File: config.mk
export PLATFORM = sky130hd
export DESIGN_NAME = fp_adder
export DESIGN_NICKNAME = d
export VERILOG_FILES = /design/src/fp_format_pkg.sv /design/src/fp_stage_pkg.sv /design/src/fp_unpack.sv /design/src/fp_align.sv /design/src/fp_add_mant.sv /design/src/fp_normalize.sv /design/src/fp_round_pack.sv /design/src/fp_adder.sv
export SDC_FILE = /design/constraint.sdc
export NUM_CORES = 1
export LEC_CHECK = 0
export ABC_AREA = 1
export BUFFER_PORTS_ARGS = -buffer_cell sky130_fd_sc_hd__clkbuf_2
export CORE_ASPECT_RATIO = 1.2
export CORE_MARGIN = 1.5
export CORE_UTILIZATION = 46
export CTS_CLUSTER_SIZE = 20
export DETAILED_ROUTE_END_ITERATION = 12
export PLACE_DENSITY_LB_ADDON = 0.3
export SYNTH_ARGS = -nofsm -noshare
export SYNTH_HDL_FRONTEND = slang
export SYNTH_SLANG_ARGS = --single-unit
File: constraint.sdc
create_clock -name clk -period 29.7 [get_ports clk]
set_clock_uncertainty 0.05 [all_clocks]
set_input_delay 1.485 -clock clk [delete_from_list [all_inputs] [get_ports clk]]
set_output_delay 1.485 -clock clk [all_outputs]
set_load 0.01 [all_outputs]
File: src/fp_format_pkg.sv
package fp_format_pkg;

  // binary32 field widths
  localparam int EXP_W  = 8;
  localparam int FRAC_W = 23;

  // all-ones exponent marks infinity or NaN
  localparam logic [EXP_W-1:0] EXP_MAX = 8'd255;

  // canonical quiet NaN returned for every invalid sum
  localparam logic [31:0] QNAN = 32'h7FC0_0000;

  typedef struct packed {
    logic              sign;
    logic [EXP_W-1:0]  exp;
    logic [FRAC_W-1:0] frac;
  } fp_fields_t;

  // one word seen either as raw bits or as its fields
  typedef union packed {
    logic [31:0] raw;
    fp_fields_t  fields;
  } fp_word_t;

endpackage

File: src/fp_stage_pkg.sv
package fp_stage_pkg;

  typedef enum logic [2:0] {
    RNE = 3'b000,
    RTZ = 3'b001,
    RDN = 3'b010,
    RUP = 3'b011,
    RMM = 3'b100
  } round_mode_t;

  // one operand after classification, hidden bit included
  typedef struct packed {
    logic        sign;
    logic [7:0]  exponent;
    logic [23:0] mantissa;
    logic        is_zero;
    logic        is_subnormal;
    logic        is_inf;
    logic        is_nan;
  } fp_unpacked_t;

  // guard and round belong to the operand that was shifted
  typedef struct packed {
    logic [23:0] mant_a;
    logic [23:0] mant_b;
    logic [1:0]  guard_round;
    logic        sticky;
    logic [7:0]  exp_common;
  } fp_aligned_t;

  typedef struct packed {
    logic        sign;
    logic [24:0] mant_sum;
    logic [1:0]  guard_round;
    logic        sticky;
    logic [7:0]  exp_common;
  } fp_sum_t;

  // mant_ext is mantissa [26:3], guard [2], round [1], sticky [0]
  typedef struct packed {
    logic        sign;
    logic [7:0]  exp_out;
    logic [26:0] mant_ext;
  } fp_norm_t;

endpackage

File: src/fp_unpack.sv
`timescale 1ns/10ps

module fp_unpack (
  input  fp_format_pkg::fp_word_t    operand,
  output fp_stage_pkg::fp_unpacked_t unp
);

  logic exp_zero;
  logic exp_max;
  logic frac_zero;
  logic mag_zero;

  assign exp_zero  = (operand.fields.exp == 8'd0);
  assign exp_max   = (operand.fields.exp == fp_format_pkg::EXP_MAX);
  assign frac_zero = (operand.fields.frac == 23'd0);

  // magnitude check on the raw word, sign bit ignored
  assign mag_zero = (operand.raw[30:0] == 31'd0);

  always_comb begin
    unp.sign = operand.fields.sign;

    // subnormals and zero behave as exponent 1 from here on
    if (exp_zero) begin
      unp.exponent = 8'd1;
    end else begin
      unp.exponent = operand.fields.exp;
    end

    // hidden bit only for normal numbers
    unp.mantissa = {!exp_zero && !exp_max, operand.fields.frac};

    unp.is_zero      = mag_zero;
    unp.is_subnormal = exp_zero && !frac_zero;
    unp.is_inf       = exp_max && frac_zero;
    unp.is_nan       = exp_max && !frac_zero;
  end

endmodule

File: src/fp_align.sv
`timescale 1ns/10ps

module fp_align (
  input  fp_stage_pkg::fp_unpacked_t a,
  input  fp_stage_pkg::fp_unpacked_t b,
  output fp_stage_pkg::fp_aligned_t  aln
);

  logic        a_larger;
  logic [7:0]  diff;
  logic [23:0] small_mant;
  logic [49:0] shift_ext;
  logic [23:0] shifted;
  logic [1:0]  guard_round;
  logic        sticky;

  assign a_larger = (a.exponent >= b.exponent);
  assign diff = a_larger ? (a.exponent - b.exponent) : (b.exponent - a.exponent);
  assign small_mant = a_larger ? b.mantissa : a.mantissa;

  // 26 spare bits below the mantissa catch everything up to a shift of 26
  assign shift_ext = {small_mant, 26'd0} >> diff;

  always_comb begin
    if (diff > 8'd26) begin
      // whole operand lies below the sticky position
      shifted     = 24'd0;
      guard_round = 2'b00;
      sticky      = |small_mant;
    end else begin
      shifted     = shift_ext[49:26];
      guard_round = shift_ext[25:24];
      sticky      = |shift_ext[23:0];
    end
  end

  always_comb begin
    aln.exp_common  = a_larger ? a.exponent : b.exponent;
    aln.mant_a      = a_larger ? a.mantissa : shifted;
    aln.mant_b      = a_larger ? shifted : b.mantissa;
    aln.guard_round = guard_round;
    aln.sticky      = sticky;
  end

endmodule

File: src/fp_add_mant.sv
`timescale 1ns/10ps

module fp_add_mant (
  input  logic                      sign_a,
  input  logic                      sign_b,
  input  fp_stage_pkg::fp_aligned_t aln,
  output fp_stage_pkg::fp_sum_t     sum
);

  logic        a_ge;
  logic [26:0] ext_big;
  logic [26:0] ext_small;
  logic [27:0] total;

  // a shifted mantissa is always the smaller one, so it owns the low bits
  assign a_ge      = (aln.mant_a >= aln.mant_b);
  assign ext_big   = a_ge ? {aln.mant_a, 3'b000} : {aln.mant_b, 3'b000};
  assign ext_small = a_ge ? {aln.mant_b, aln.guard_round, aln.sticky}
                          : {aln.mant_a, aln.guard_round, aln.sticky};

  always_comb begin
    if (sign_a == sign_b) begin
      total    = {1'b0, ext_big} + {1'b0, ext_small};
      sum.sign = sign_a;
    end else begin
      // sticky borrow ripples up through the low bits
      total    = {1'b0, ext_big} - {1'b0, ext_small};
      sum.sign = (total == 28'd0) ? 1'b0 : (a_ge ? sign_a : sign_b);
    end
    sum.mant_sum    = total[27:3];
    sum.guard_round = total[2:1];
    sum.sticky      = total[0];
    sum.exp_common  = aln.exp_common;
  end

endmodule

File: src/fp_normalize.sv
`timescale 1ns/10ps

module fp_normalize (
  input  fp_stage_pkg::fp_sum_t  sum,
  output fp_stage_pkg::fp_norm_t norm
);

  logic [26:0] ext;
  logic [4:0]  lzc;
  logic        limited;
  logic [7:0]  shamt;

  assign ext = {sum.mant_sum[23:0], sum.guard_round, sum.sticky};

  // leading zeros of the extended sum, 27 when it is all zero
  always_comb begin
    lzc = 5'd27;
    for (int i = 0; i < 27; i++) begin
      if (ext[i]) begin
        lzc = 5'(26 - i);
      end
    end
  end

  // never shift below exponent 1, the result stays subnormal instead
  assign limited = ({3'b000, lzc} >= sum.exp_common);
  assign shamt   = limited ? (sum.exp_common - 8'd1) : {3'b000, lzc};

  always_comb begin
    norm.sign = sum.sign;
    if (sum.mant_sum[24]) begin
      // carry out, the lost bit becomes guard
      norm.exp_out  = sum.exp_common + 8'd1;
      norm.mant_ext = {sum.mant_sum, sum.guard_round[1],
                       sum.guard_round[0] | sum.sticky};
    end else if (ext == 27'd0) begin
      norm.exp_out  = 8'd0;
      norm.mant_ext = 27'd0;
    end else begin
      norm.mant_ext = ext << shamt;
      if (limited) begin
        norm.exp_out = 8'd0;
      end else begin
        norm.exp_out = sum.exp_common - {3'b000, lzc};
      end
    end
  end

endmodule

File: src/fp_round_pack.sv
`timescale 1ns/10ps

module fp_round_pack (
  input  fp_stage_pkg::fp_norm_t     norm,
  input  fp_stage_pkg::round_mode_t  r_mode,
  input  fp_stage_pkg::fp_unpacked_t a,
  input  fp_stage_pkg::fp_unpacked_t b,
  output fp_format_pkg::fp_word_t    result,
  output logic                       overflow,
  output logic                       underflow
);

  logic [23:0] mant;
  logic        guard;
  logic        round_bit;
  logic        sticky;
  logic        inexact;
  logic        inc;
  logic [24:0] rounded;
  logic [8:0]  exp_r;
  logic [22:0] frac_r;
  logic        nan_res;

  assign mant      = norm.mant_ext[26:3];
  assign guard     = norm.mant_ext[2];
  assign round_bit = norm.mant_ext[1];
  assign sticky    = norm.mant_ext[0];
  assign inexact   = guard | round_bit | sticky;

  always_comb begin
    case (r_mode)
      fp_stage_pkg::RNE: inc = guard & (round_bit | sticky | mant[0]);
      fp_stage_pkg::RTZ: inc = 1'b0;
      fp_stage_pkg::RDN: inc = norm.sign & inexact;
      fp_stage_pkg::RUP: inc = !norm.sign & inexact;
      fp_stage_pkg::RMM: inc = guard;
      default:           inc = 1'b0;
    endcase
  end

  assign rounded = {1'b0, mant} + {24'd0, inc};

  // rounding carry, a subnormal reaching the hidden bit becomes normal
  always_comb begin
    if (rounded[24]) begin
      exp_r  = {1'b0, norm.exp_out} + 9'd1;
      frac_r = rounded[23:1];
    end else if ((norm.exp_out == 8'd0) && rounded[23]) begin
      exp_r  = 9'd1;
      frac_r = rounded[22:0];
    end else begin
      exp_r  = {1'b0, norm.exp_out};
      frac_r = rounded[22:0];
    end
  end

  assign nan_res = a.is_nan | b.is_nan | (a.is_inf & b.is_inf & (a.sign != b.sign));

  always_comb begin
    overflow  = 1'b0;
    underflow = 1'b0;
    if (nan_res) begin
      result.raw = fp_format_pkg::QNAN;
    end else if (a.is_inf) begin
      result.fields = '{sign: a.sign, exp: fp_format_pkg::EXP_MAX, frac: 23'd0};
    end else if (b.is_inf) begin
      result.fields = '{sign: b.sign, exp: fp_format_pkg::EXP_MAX, frac: 23'd0};
    end else if (exp_r >= {1'b0, fp_format_pkg::EXP_MAX}) begin
      overflow      = 1'b1;
      result.fields = '{sign: norm.sign, exp: fp_format_pkg::EXP_MAX, frac: 23'd0};
    end else begin
      underflow     = (exp_r == 9'd0) && (|norm.mant_ext);
      result.fields = '{sign: norm.sign, exp: exp_r[7:0], frac: frac_r};
    end
  end

endmodule

File: src/fp_adder.sv
`timescale 1ns/10ps

module fp_adder (
  input  logic                      clk,
  input  logic                      rst,
  input  logic                      in_valid,
  input  fp_format_pkg::fp_word_t   fp_a,
  input  fp_format_pkg::fp_word_t   fp_b,
  input  fp_stage_pkg::round_mode_t r_mode,
  output logic                      out_valid,
  output fp_format_pkg::fp_word_t   fp_result,
  output logic                      overflow,
  output logic                      underflow
);

  fp_stage_pkg::fp_unpacked_t unp_a;
  fp_stage_pkg::fp_unpacked_t unp_b;
  fp_stage_pkg::fp_aligned_t  aln;
  fp_stage_pkg::fp_sum_t      sum;
  fp_stage_pkg::fp_norm_t     norm;
  fp_format_pkg::fp_word_t    result_comb;
  logic                       ovf_comb;
  logic                       unf_comb;

  fp_unpack u_unpack_a (.operand(fp_a), .unp(unp_a));
  fp_unpack u_unpack_b (.operand(fp_b), .unp(unp_b));

  fp_align u_align (.a(unp_a), .b(unp_b), .aln(aln));

  fp_add_mant u_add_mant (
    .sign_a (unp_a.sign),
    .sign_b (unp_b.sign),
    .aln    (aln),
    .sum    (sum)
  );

  fp_normalize u_normalize (.sum(sum), .norm(norm));

  fp_round_pack u_round_pack (
    .norm      (norm),
    .r_mode    (r_mode),
    .a         (unp_a),
    .b         (unp_b),
    .result    (result_comb),
    .overflow  (ovf_comb),
    .underflow (unf_comb)
  );

  // single output stage, one cycle from in_valid to out_valid
  always_ff @(posedge clk) begin
    if (rst) begin
      out_valid <= 1'b0;
      fp_result <= '0;
      overflow  <= 1'b0;
      underflow <= 1'b0;
    end else begin
      out_valid <= in_valid;
      if (in_valid) begin
        fp_result <= result_comb;
        overflow  <= ovf_comb;
        underflow <= unf_comb;
      end
    end
  end

endmodule

; After elaboration in Yosys (flattened, before gate mapping)
; Cells that the tools add are included.
[totals]
ff_bits = 35
latch_bits = 0
ram_bits = 0
mem_bits_ro = 0
inputBits = 70
out_inout_bits = 35
word_cells = 129
mem_count = 0
[classes]
n_addsub = 9
multipliers = 0
div_mod_pow = 0
magnitude_cmp = 5
n_eq_ne = 7
shifts = 2
mux = 63
bitwise = 12
reduce_logical = 27
[ops]
columns = operator, count
row1 = $mux W24, 4
row2 = $mux W32, 3
row3 = $mux W5, 16
row4 = $mux W35, 2
row5 = $mux W8, 7
row6 = $mux W27, 2
row7 = $shr A50 B8 Y50, 1
row8 = $reduce_or A24 Y1, 2
row9 = $logic_not A23 Y1, 2
row10 = $mux W4, 8
row11 = $mux W31, 1
row12 = $add A27 B27 Y28, 1
row13 = $logic_not A28 Y1, 1
row14 = $mux W28, 1
row15 = $sub A27 B27 Y28, 1
row16 = $logic_not A27 Y1, 1
row17 = $reduce_or A27 Y1, 1
row18 = $shl A27 B8 Y27, 1
row19 = $add A24 B1 Y25, 1
row20 = $ge A24 B24 Y1, 1
row21 = $logic_not A8 Y1, 3
row22 = $mux W23, 1
row23 = $eq A8 B8 Y1 const B, 2
row24 = $sub A8 B8 Y8, 2
row25 = other kinds (22), 60

; Logic depth before layout (Yosys ltp)
[logic_depth]
ltp_word = 57
depth_mapped = 107
depth_no_buf = 105

; By module
; A second synthesis with hierarchy kept.
[hier_totals]
hier_cells = 2881
hier_area_um2 = 14619.0
[modules_own_cells]
columns = module, instances, cells_each, area_per_inst_um2, seq_area_each_um2
row1 = fp_add_mant, 1, 864, 4388.0, 0.0
row2 = fp_align, 1, 750, 3565.9, 0.0
row3 = fp_normalize, 1, 590, 2811.4, 0.0
row4 = fp_round_pack, 1, 306, 1609.0, 0.0
row5 = fp_adder, 1, 219, 1423.9, 700.7
row6 = fp_unpack, 2, 76, 410.4, 0.0

; Worst setup path before layout
; No wires, ideal clock.
[synth_path]
kind = input to register
from = input fp_a[30] (netlist name)
to = register fp_result[20] (netlist name)
arrival_ns = 13.362
required_time_ns = 29.530
setup_slack_ns = 16.168
cell_stages = 84
path_buffers = 11
path_cell_list = nor2_1 > nand3_1 > nor2_1 > nor2_1 > ha_1 > fa_1 > inv_1 > nand4_1 > nand2_1 > nand2_1 > nand3_4 > buf_2 > buf_2 > clkbuf_1 > buf_2 > clkbuf_1 > buf_1 > clkbuf_1 > (+48 left out) > ha_1 > ha_1 > inv_1 > a21oi_1 > nand3_2 > nor2_2 > nand3_1 > nor2_1 > nand4_2 > nand2_1 > inv_1 > a21oi_2 > nand4_4 > nand2_2 > inv_4 > buf_8 > nand2_1 > a21oi_1
[synth_between]
elab_chain_len = 55
[synth_lines]
columns = item, line
row1 = "start, declared", fp_adder.sv:7  ; input fp_format_pkg::fp_word_t fp_a,
row2 = branches (longest 54 deep; another with $sub A27 B27 Y28), n/a
row3 = $mux W32 *, fp_round_pack.sv:62  ; if (nan_res) begin
row4 = "end signal, assigned", fp_adder.sv:59  ; fp_result <= result_comb;
row5 = "end, declared", fp_adder.sv:11  ; output fp_format_pkg::fp_word_t fp_result,
; Mark *: on every way between the ends.
; A chain may end at the register's enable or synchronous reset.

; Worst setup path after layout
[layout_path]
from = input fp_b[24] (netlist name)
to = register fp_result[4] (netlist name)
[layout_between]
elab_chain_len = 55
[layout_lines]
columns = item, line
row1 = "start, declared", fp_adder.sv:8  ; input fp_format_pkg::fp_word_t fp_b,
row2 = branches (longest 54 deep; another with $sub A27 B27 Y28), n/a
row3 = $mux W32 *, fp_round_pack.sv:62
; Marks and branches as above.

==> flow_summary.ini <==
[global_routing]
antenna_found_initial = 0
grt_usage = 0.3112
grt_pass1_wl_um = 75140
grt_pass1_vias = 15140
globalRoute.totalOverflow = 0
grt_max_degree = 80

[logic_synthesis]
synth-main-ff-cell = dfxtp_1
ys_seq_area_frac = 0.05418
async_flop_share = 0
synth_xor_area_frac = 0.04664
synth_nets = 2607
ys_ff_latch = 35
synth.top_cell.area_share = 0.1985
synth_top_family_by_area = simple AND/OR/NAND/NOR gates
synth_cells = 2458
synth-edff-count = 0
synth_compound_area_frac = 0.1602
syn-cell-area_um2 = 12930
synth-simple-area-share = 0.5243
yosysWarnings = 0
synth_area_leaders = nand2_1 (20%), nand3_1 (17%), ha_1 (7.3%), inv_1 (7.2%), nor2_1 (5.6%)
postSynthAreaPerCell_um2 = 5.261
netlist-cell-type-count = 72
synth_fa_ha_area_frac = 0.07876
synth_top_area_cell = nand2_1
synthMuxAreaShare = 0.001548

[pwr]
p_total_mw = 1.250
ir_worst_vdd_mv = 0.03550
p_leak_nw = 7.181
power_density_nw_per_um2 = 92.05

[worst_setup_path]
crit_top_cell = nand2_1
crit_buf_inv = 18
critical_path_required_ns = 29.79
cp_slowest_cell = inv_2
reg2regPathDepth = 4
crit_cells = 87
cp-end-kind = flip-flop
crit_type = primary input to flip-flop
worstPathArrival_ns = 17.23
crit_family = simple AND/OR/NAND/NOR gates
slowest_delay_ns = 0.71
path_max_fanout = 51
worstSetupStartpointType = primary input

[clock_network]
clk_latency_ns = 0.28
postCtsSetupRepairBufs = 0
root_buffer = clkbuf_16
numCtsBuffers = 5
cts_resized = 0
clkSlewWorstSetupHoldPaths_ns = 0.06
clock_path_buffers = 2
hold_buffers = 0
numClockSinks = 35
cts_max_level = 2
cts_tree = built

[floorplanning]
ios = 105
rows = 67
fp.dieW_um = 156.1
coreArea_um2 = 27750
initial_core_util = 0.4660
fp.dieH_um = 186.7
die_area_um2 = 29130

[placed_design]
place.gp.congestion = 0.9996
dp_hpwl_um = 37610
numPortBuffers = 104
post-place-ws_ns = 12.55
place_area_um2 = 13410

[timing]
hold_violations = 0
post-route-min-period_ns = 17.14
fin_ws_ns = 12.56
tightest_slew_ns = 0.9980
min_period_over_period = 0.5771
clock.fmax_mhz = 58.34
rsz0062_at_grt = false
slew_viol_final = 0
finalSetupViolCount = 0
slew_headroom = 0.3340
tns_ns = 0

[route]
avgRoutedWirePerCell_um = 16.10
wl_met2_um = 21760
wl_met3_um = 2696
vias_per_cell = 5.709
met1Wirelength_um = 18530
wirelength_um = 45670
top_layer = met4
vias = 16196
first_pass_iters = 6
drc = 0
antenna_left = 0
drt_iter0_drc = 1317

[finish]
layout.nets = 2606
diodes = 0
fillerInstances = 3134
area_delta_synth_final_pct = 5.041
seqCellArea_um2 = 700.7
multiInputGateArea_um2 = 10500
fin_area_um2 = 13580
drive_above_1_share = 0.1098

[job]
maxCapViolations = 0

[hold_path]
worstHoldPathCells = 2
min_path_type = flip-flop to flip-flop

[run_status]
status = completed
[path summary, 6_finish.rpt]
| kind | start | endpoint | slack [ns] |
|---|---|---|---|
| worst max register to register | fp_result[24] | fp_result[24] | 28.92 |
| worst min register to register | fp_result[10] | fp_result[10] | 0.41 |
| worst max-delay path | fp_b[24] | fp_result[4] | 12.56 |
| worst min-delay path | fp_result[10] | fp_result[10] | 0.41 |
[Yosys cell counts (35+ instances only)]
master,number
a21oi_1,114
buf_2,37
clkbuf_1,61
dfxtp_1,35
ha_1,75
inv_1,249
inv_2,42
nand2_1,684
nand3_1,442
nand4_1,43
nor2_1,194
o21ai_0,78
o21ai_1,64
xor2_1,60
[layout by cell type, fill, tap and decap left out, types with 8 or more instances in the layout]
cell type | netlist | routed
o21bai_1 | 8 | 8
nor3_1 | 31 | 31
nor2_2 | 9 | 9
nor2_1 | 194 | 194
nand2_2 | 25 | 25
inv_2 | 42 | 42
o22ai_1 | 8 | 8
nand4_1 | 43 | 43
nand3_1 | 442 | 442
buf_4 | 7 | 13
o21ai_1 | 64 | 63
ha_1 | 75 | 75
a21oi_1 | 114 | 114
nor4_1 | 26 | 26
dfxtp_1 | 35 | 35
o21ai_0 | 78 | 78
o21ai_2 | 20 | 21
xor2_1 | 60 | 60
inv_1 | 249 | 249
nand2_1 | 684 | 684
clkbuf_2 | 0 | 104
[layout make-up]
class,instances,share of cell area
inverters,298,0.08272
well taps,379,0.03491
multi-input cells,2000,0.7728
clock buffers,5,0.009212
repair buffers,117,0.04550
flip-flops and latches,35,0.05158
clock inverters,3,0.003224
[cell families (layout without fill, tap and decap cells)]
logic type / after synthesis / after routing
and+or+nand+nor: 1501 / 1501
buffers and inverters: 423 / 423
muxes: 2 / 2
DFF: 35 / 35
AOI/OAI and AO/OA: 350 / 350
adders and majority gates: 79 / 79
xor gates and xnor gates: 68 / 68
[worst register-to-register path, stage by stage (launching register included)]
cell     delay, ns
dfxtp_1       0.32
nor2_1        0.11
nor2_1        0.04
o21ai_0       0.09
inv_1         0.06
[stage by stage]
step | hold slack [ns] | util | instances
2_1_floorplan | 0.4384 | - | 2458
3_3_place_gp | 0.4029 | 0.4834 | 2829
3_5_place_dp | 0.4042 | 0.4834 | 2829
4_1_cts | 0.4132 | 0.4895 | 2837
5_1_grt | 0.4316 | 0.4895 | 2837
6_report | 0.4117 | 0.4895 | 2837
[sequential cells by signal (all words and copies together) (netlist names)]
signal and flops:
fp_result 32, out_valid 1, overflow 1, underflow 1
[metal layers]
layer / GRT usage / vias to the layer above
li1: - / 8112
met1: 0.3792 / 7324
met3: 0.02624 / 149
met4: 0.1586 / 0
met2: 0.5415 / 611
met5: 0 / -
[where the power goes]
group	leakage [nW]	total, mW	internal [mW]	switching (mW)
Sequential	0.289	0.0672	0.0603	0.00688
Clock	0.0838	0.0597	0.0395	0.0201
Combinational	6.81	1.12	0.342	0.781
Total	7.18	1.25	0.442	0.808
Power figures use the tool's default switching activity.
